`src/vxu_settings.svh`:
```
/*
 * Vector lane settings
 * Element width, register file geometry and pipeline latencies
 * shared by the package and the lane top level
 */

`ifndef VXU_SETTINGS_SVH
`define VXU_SETTINGS_SVH

// Element width
`define VXU_DATA_WIDTH 32

// Register index width per bank
`define VXU_RF_ADDR_WIDTH 4

// Elements per vector register
`define VXU_NELEMENT 16

// Sequencer element counter
`define VXU_CNT_WIDTH 10

// Bank read and ALU latencies
`define VXU_RF_READ_LAT 1
`define VXU_ALU_LAT 2

// Issue to write-back
`define VXU_LANE_LAT (`VXU_RF_READ_LAT + `VXU_ALU_LAT)

`endif

```
`src/vxu_pkg.sv`:
```
/*
 * Vector lane types
 * Command, bank port, operand select and pipeline control structures
 */

`include "vxu_settings.svh"

package vxu_pkg;

    localparam int OFS_W = $clog2(`VXU_NELEMENT);
    localparam int RF_AW = `VXU_RF_ADDR_WIDTH + OFS_W;

    typedef logic [`VXU_DATA_WIDTH-1:0] data_t;
    typedef logic [`VXU_RF_ADDR_WIDTH-1:0] rf_idx_t;
    typedef logic [OFS_W-1:0] ofs_t;
    // Register index over element offset
    typedef logic [RF_AW-1:0] rf_addr_t;

    typedef struct packed {
        logic    en;
        rf_idx_t idx;
    } rf_port_t;

    typedef enum logic [2:0] {
        ALU_ADD  = 3'd0,
        ALU_SUB  = 3'd1,
        ALU_MUL  = 3'd2,
        ALU_SADD = 3'd3,
        ALU_SMUL = 3'd4
    } alu_op_e;

    typedef enum logic [1:0] {
        WSRC_NONE = 2'd0,
        WSRC_ALU  = 2'd1,
        WSRC_SPM  = 2'd2
    } wsrc_e;

    // Bank select per read-side consumer, 1 picks bank1
    typedef struct packed {
        logic opa_bank;
        logic opb_bank;
        logic store_bank;
    } mux_o_t;

    typedef struct packed {
        rf_port_t bk0_r;
        rf_port_t bk0_w;
        rf_port_t bk1_r;
        rf_port_t bk1_w;
        alu_op_e  alu_op;
        data_t    scalar;
        mux_o_t   mux_o;
        wsrc_e    bk0_wsrc;
        wsrc_e    bk1_wsrc;
    } vxu_cmd_t;

    typedef struct packed {
        logic     valid;
        rf_port_t bk0_w;
        rf_port_t bk1_w;
        wsrc_e    bk0_wsrc;
        wsrc_e    bk1_wsrc;
        ofs_t     ofs;
    } wb_ctl_t;

    // Controls needed once the bank read data arrives
    typedef struct packed {
        logic    valid;
        alu_op_e alu_op;
        data_t   scalar;
        mux_o_t  mux_o;
    } rd_ctl_t;

endpackage

```
`src/vxu_cmd_latch.sv`:
```
/*
 * Command latch
 * Holds the issued command between elements and exchanges the read
 * and write ports of both banks when the sequencer toggles its swap flag
 */

`timescale 1ns/10ps

module vxu_cmd_latch
    import vxu_pkg::*;
(
    input  logic     clk,
    input  logic     rst_n,
    input  logic     i_op_vld,
    input  logic     i_comp_vld,
    input  logic     i_rw_swap,
    input  vxu_cmd_t i_cmd,
    output vxu_cmd_t o_cmd
);

    vxu_cmd_t cmd_q;
    vxu_cmd_t cmd_swapped;
    logic     swap_q;
    logic     swap_req;

    // Flag toggled by the sequencer since the last command or swap
    assign swap_req = i_comp_vld && (i_rw_swap != swap_q);

    always_comb begin
        cmd_swapped       = cmd_q;
        cmd_swapped.bk0_r = cmd_q.bk0_w;
        cmd_swapped.bk0_w = cmd_q.bk0_r;
        cmd_swapped.bk1_r = cmd_q.bk1_w;
        cmd_swapped.bk1_w = cmd_q.bk1_r;
    end

    // A new command takes priority over a pending swap
    always_comb begin
        if (i_op_vld) begin
            o_cmd = i_cmd;
        end
        else if (swap_req) begin
            o_cmd = cmd_swapped;
        end
        else begin
            o_cmd = cmd_q;
        end
    end

    always_ff @(posedge clk or negedge rst_n) begin
        if (!rst_n) begin
            cmd_q  <= '0;
            swap_q <= 1'b0;
        end
        else if (i_op_vld) begin
            cmd_q  <= i_cmd;
            swap_q <= i_rw_swap;
        end
        else if (swap_req) begin
            // Swapped form stays until the next toggle
            cmd_q  <= cmd_swapped;
            swap_q <= i_rw_swap;
        end
    end

endmodule

```
`config.mk`:
```
export PLATFORM = sky130hd
export DESIGN_NAME = vxu_cmd_latch
export DESIGN_NICKNAME = d
export VERILOG_FILES = /design/src/vxu_pkg.sv /design/src/vxu_cmd_latch.sv
export VERILOG_INCLUDE_DIRS = /design/src /design/src/src
export SDC_FILE = /design/constraint.sdc
export NUM_CORES = 1
export LEC_CHECK = 0
export BUFFER_PORTS_ARGS = -buffer_cell sky130_fd_sc_hd__buf_4
export CAP_MARGIN = 10
export CORE_MARGIN = 10
export CORE_UTILIZATION = 46
export CTS_CLUSTER_DIAMETER = 60
export CTS_CLUSTER_SIZE = 20
export DETAILED_ROUTE_END_ITERATION = 6
export PLACE_DENSITY_LB_ADDON = 0.12
export SLEW_MARGIN = 5
export SYNTH_ARGS = -nofsm -noshare
export SYNTH_HDL_FRONTEND = slang
export SYNTH_SLANG_ARGS = --single-unit
```
`constraint.sdc`:
```
create_clock -name clk -period 1.3 [get_ports clk]
set_input_delay 0.065 -clock clk [delete_from_list [all_inputs] [get_ports clk]]
set_output_delay 0.065 -clock clk [all_outputs]
set_load 0.01 [all_outputs]
```
==> flow_summary.yaml <==
synthesis:
  synth_seq_area_share: 0.597
  syn_avg_cell_area_um2: 12.8
  synth_area_leaders: "dfrtp_1, mux2_2, a31oi_1"
  synth.top_cell.area_share: 0.597
  synth_fp_nets: 274
  synth_seq_cells: 63
  syn_area_um2: 2640
  yosysWarnings: 0
  synthCells: 207
  synth_top_area_cell: "dfrtp_1"
  ys_types: 15
clock_network:
  clk_latency_ps: 330
  htreeDepth: 3
  cts.sinks: 63
  cts_buffer_depth: 2
  clkTransAtPathRegs_ps: 70
  numCtsBuffers: 9
  cts.root.buffer_cell: "clkbuf_8"
  cts_tree: "done"
layout:
  final_area_um2: 4580
  multi_input_area_um2: 1050
  fillers: 322
  fin_util: 0.826
  diodes: 0
  regArea_um2: 1580
  drive_gt1_frac: 0.548
  area_growth_pct: 73.4
  fin_nets: 467
routing:
  wirelength_mm: 8.74
  dr.pass1.iters: 4
  wl_per_cell_um: 18.3
  final_antenna_net_count: 0
  drt_iter0_drc: 131
  route.detailed.drc: 0
  viasPerCell: 5.12
  vias: 2440
worst_setup_path:
  cp_slowest_cell: "dfrtp_2"
  crit_path_end_kind: "output pin"
  worstPathCellList: "xnor2_2, buf_6, o21ai_0, a21oi_1, buf_4"
  cp.arrival_ps: 1630
  start_kind: "flop"
  critPathTopFamily: "flip-flops"
  cp.buffers_inverters: 2
  critPathRequiredTime_ps: 1240
  slowest_delay_ps: 450
  crit_type: "reg -> out"
  crit_fanout: 12
global_route:
  antenna_found_initial: 0
  grt_pass1_vias: 2602
  grt_remaining_overflow: 0
  grt_pass1_wl_mm: 13.3
  grt_use_total: 0.187
  grt_max_degree: 48
job:
  drv_cap: 0
timing:
  maxClockFrequency_mhz: 590
  period_share: 1.30
  drv_slew: 0
  slew_headroom: 0.743
  setup_viol: 26
  tightestPinTransition_ps: 385
  skew_ps: 7.83
  rsz0062_at_grt: "yes"
  hold_viol_final: 0
  timing.final.ws_setup_ps: -394
  period_minus_slack_ps: 1690
status:
  violations: "setup timing"
  status: "complete, but fails checks"
floorplanning:
  die_x_um: 95.8
  core_um2: 5540
  start_util: 0.477
  die_h_um: 95.8
  io_pins: 129
  rows: 27
  die_area_um2: 9170
pwr:
  combPwrFrac: 0.271
  switching_share: 0.270
  leakage_nw: 2.10
  switching_power_w: 0.00145
  ir_worst_vdd_mv: 0.783
  clkPwrFrac: 0.309
  internal_power_w: 0.00392
  power_density_nw_per_um2: 1170
  power_frac_seq: 0.420
placement:
  place_congestion: 0.758
  portBuffers: 128
  dpl.hpwl_mm: 5.71
  placed_cell_area_um2: 3720
hold_path:
  min_path_type: "in -> reg"
## layout make-up
class | count | share of cell area
Clock inverter | 3 | 0.00929
Sequential cell | 63 | 0.345
Clock buffer | 13 | 0.0325
Inverter | 1 | 0.000820
Multi-Input combinational cell | 126 | 0.229
Tap cell | 72 | 0.0197
Timing Repair Buffer | 199 | 0.364
## logic make-up (layout without fill, tap and decap cells)
group / Yosys count / in the layout / share of synthesized area
compound gates: 60 / 60 / 0.123
xor+xnor: 2 / 2 / 0.00664
buf+inv: 18 / 216 / 0.0408
flops: 63 / 63 / 0.597
mux: 43 / 43 / 0.183
simple gates: 21 / 21 / 0.0488
## layer usage
| layer | share of wire | vias up | GRT usage |
|---|---|---|---|
| li1 | - | 1119 | - |
| met1 | 0.39 | 1191 | 0.213 |
| met2 | 0.51 | 109 | 0.313 |
| met3 | 0.068 | 21 | 0.0607 |
| met4 | 0.031 | 0 | 0.0835 |
| met5 | 0 | - | 0 |
## Yosys cell counts
library cell / count
buf_2: 5
nor2_1: 1
a31oi_1: 20
mux2_2: 35
inv_1: 1
nor2b_1: 20
dfrtp_1: 63
xor2_1: 1
buf_4: 5
a21oi_1: 20
mux2_1: 8
xnor2_1: 1
buf_6: 2
o21ai_0: 20
clkbuf_1: 5
## registers in the layout, indices dropped and copies added (netlist names)
signal  flops
cmd_q      62
swap_q      1
## final timing paths
check | start | endpoint | cells after the start | slack [ps]
max | swap_q$_DFFE_PN0P_ | o_cmd[57] | 5 | -390
min | i_cmd[61] | cmd_q[61]$_DFF_PN0_ | 3 | 8
max reg2reg | swap_q$_DFFE_PN0P_ | cmd_q[42]$_DFF_PN0_ | 7 | -210
min reg2reg | cmd_q[28]$_DFF_PN0_ | cmd_q[28]$_DFF_PN0_ | 1 | 490
max in group asynchronous | rst_n | cmd_q[32]$_DFF_PN0_ | 3 | 550
min in group asynchronous | rst_n | cmd_q[17]$_DFF_PN0_ | 2 | 200
## power by group through the flow
stage	Sequential, W	Clock, W	Combinational (W)
after floorplan	0.00225	0	0.000536
after global placement	0.00226	0	0.00116
after detailed placement	0.00227	0	0.00118
after global routing	0.00227	0.00179	0.00156
after CTS	0.00224	0.00169	0.00138
final	0.00225	0.00166	0.00146
## timing repair
| action | CTS | global route |
|---|---|---|
| gates resized for setup | 14 | 24 |
| buffers inserted | 13 | 3 |
| hold endpoints to repair | 90 | 0 |
| hold buffers | 43 | 0 |
| endpoints found under the setup margin | 23 | 38 |
| cloned | 1 | 0 |
| pin swaps | 32 | 12 |
## tightest hold or removal path, stage by stage
cell and delay (ps):
buf_4 80, nor2b_1 40, a21oi_2 110
## metrics by stage
| stage | hold WS, ps | std cells | TNS [ps] | total power (W) | setup WS (ps) |
|---|---|---|---|---|---|
| after global routing | 13.7 | 477 | -9900 | 0.00562 | -467 |
| after global placement | 12.5 | 403 | -16.2 | 0.00342 | -16.2 |
| final | 7.57 | 477 | -7280 | 0.00537 | -394 |
| after detailed placement | 16.0 | 403 | -393 | 0.00346 | -68.2 |
| after floorplan | -231 | 207 | 0 | 0.00278 | 42.4 |
| after CTS | 27.2 | 475 | -7950 | 0.00531 | -402 |
## cell usage in the layout (no fill, tap or decap), types with 3 or more instances in the layout
cell type      netlist  routed
mux2_2              35      37
dfrtp_1             63      62
a31oi_2              0       3
nor2b_1             20      20
a21oi_1             20      11
a21oi_2              0       9
o21ai_0             20      11
clkbuf_8             0      10
buf_4                5     147
buf_6                2       6
mux2_1               8       6
o21ai_1              0       9
clkbuf_1             5       3
a31oi_1             20      16
buf_12               0       3
dlygate4sd3_1        0      42
Note: power is estimated with default switching activity, not from simulation.
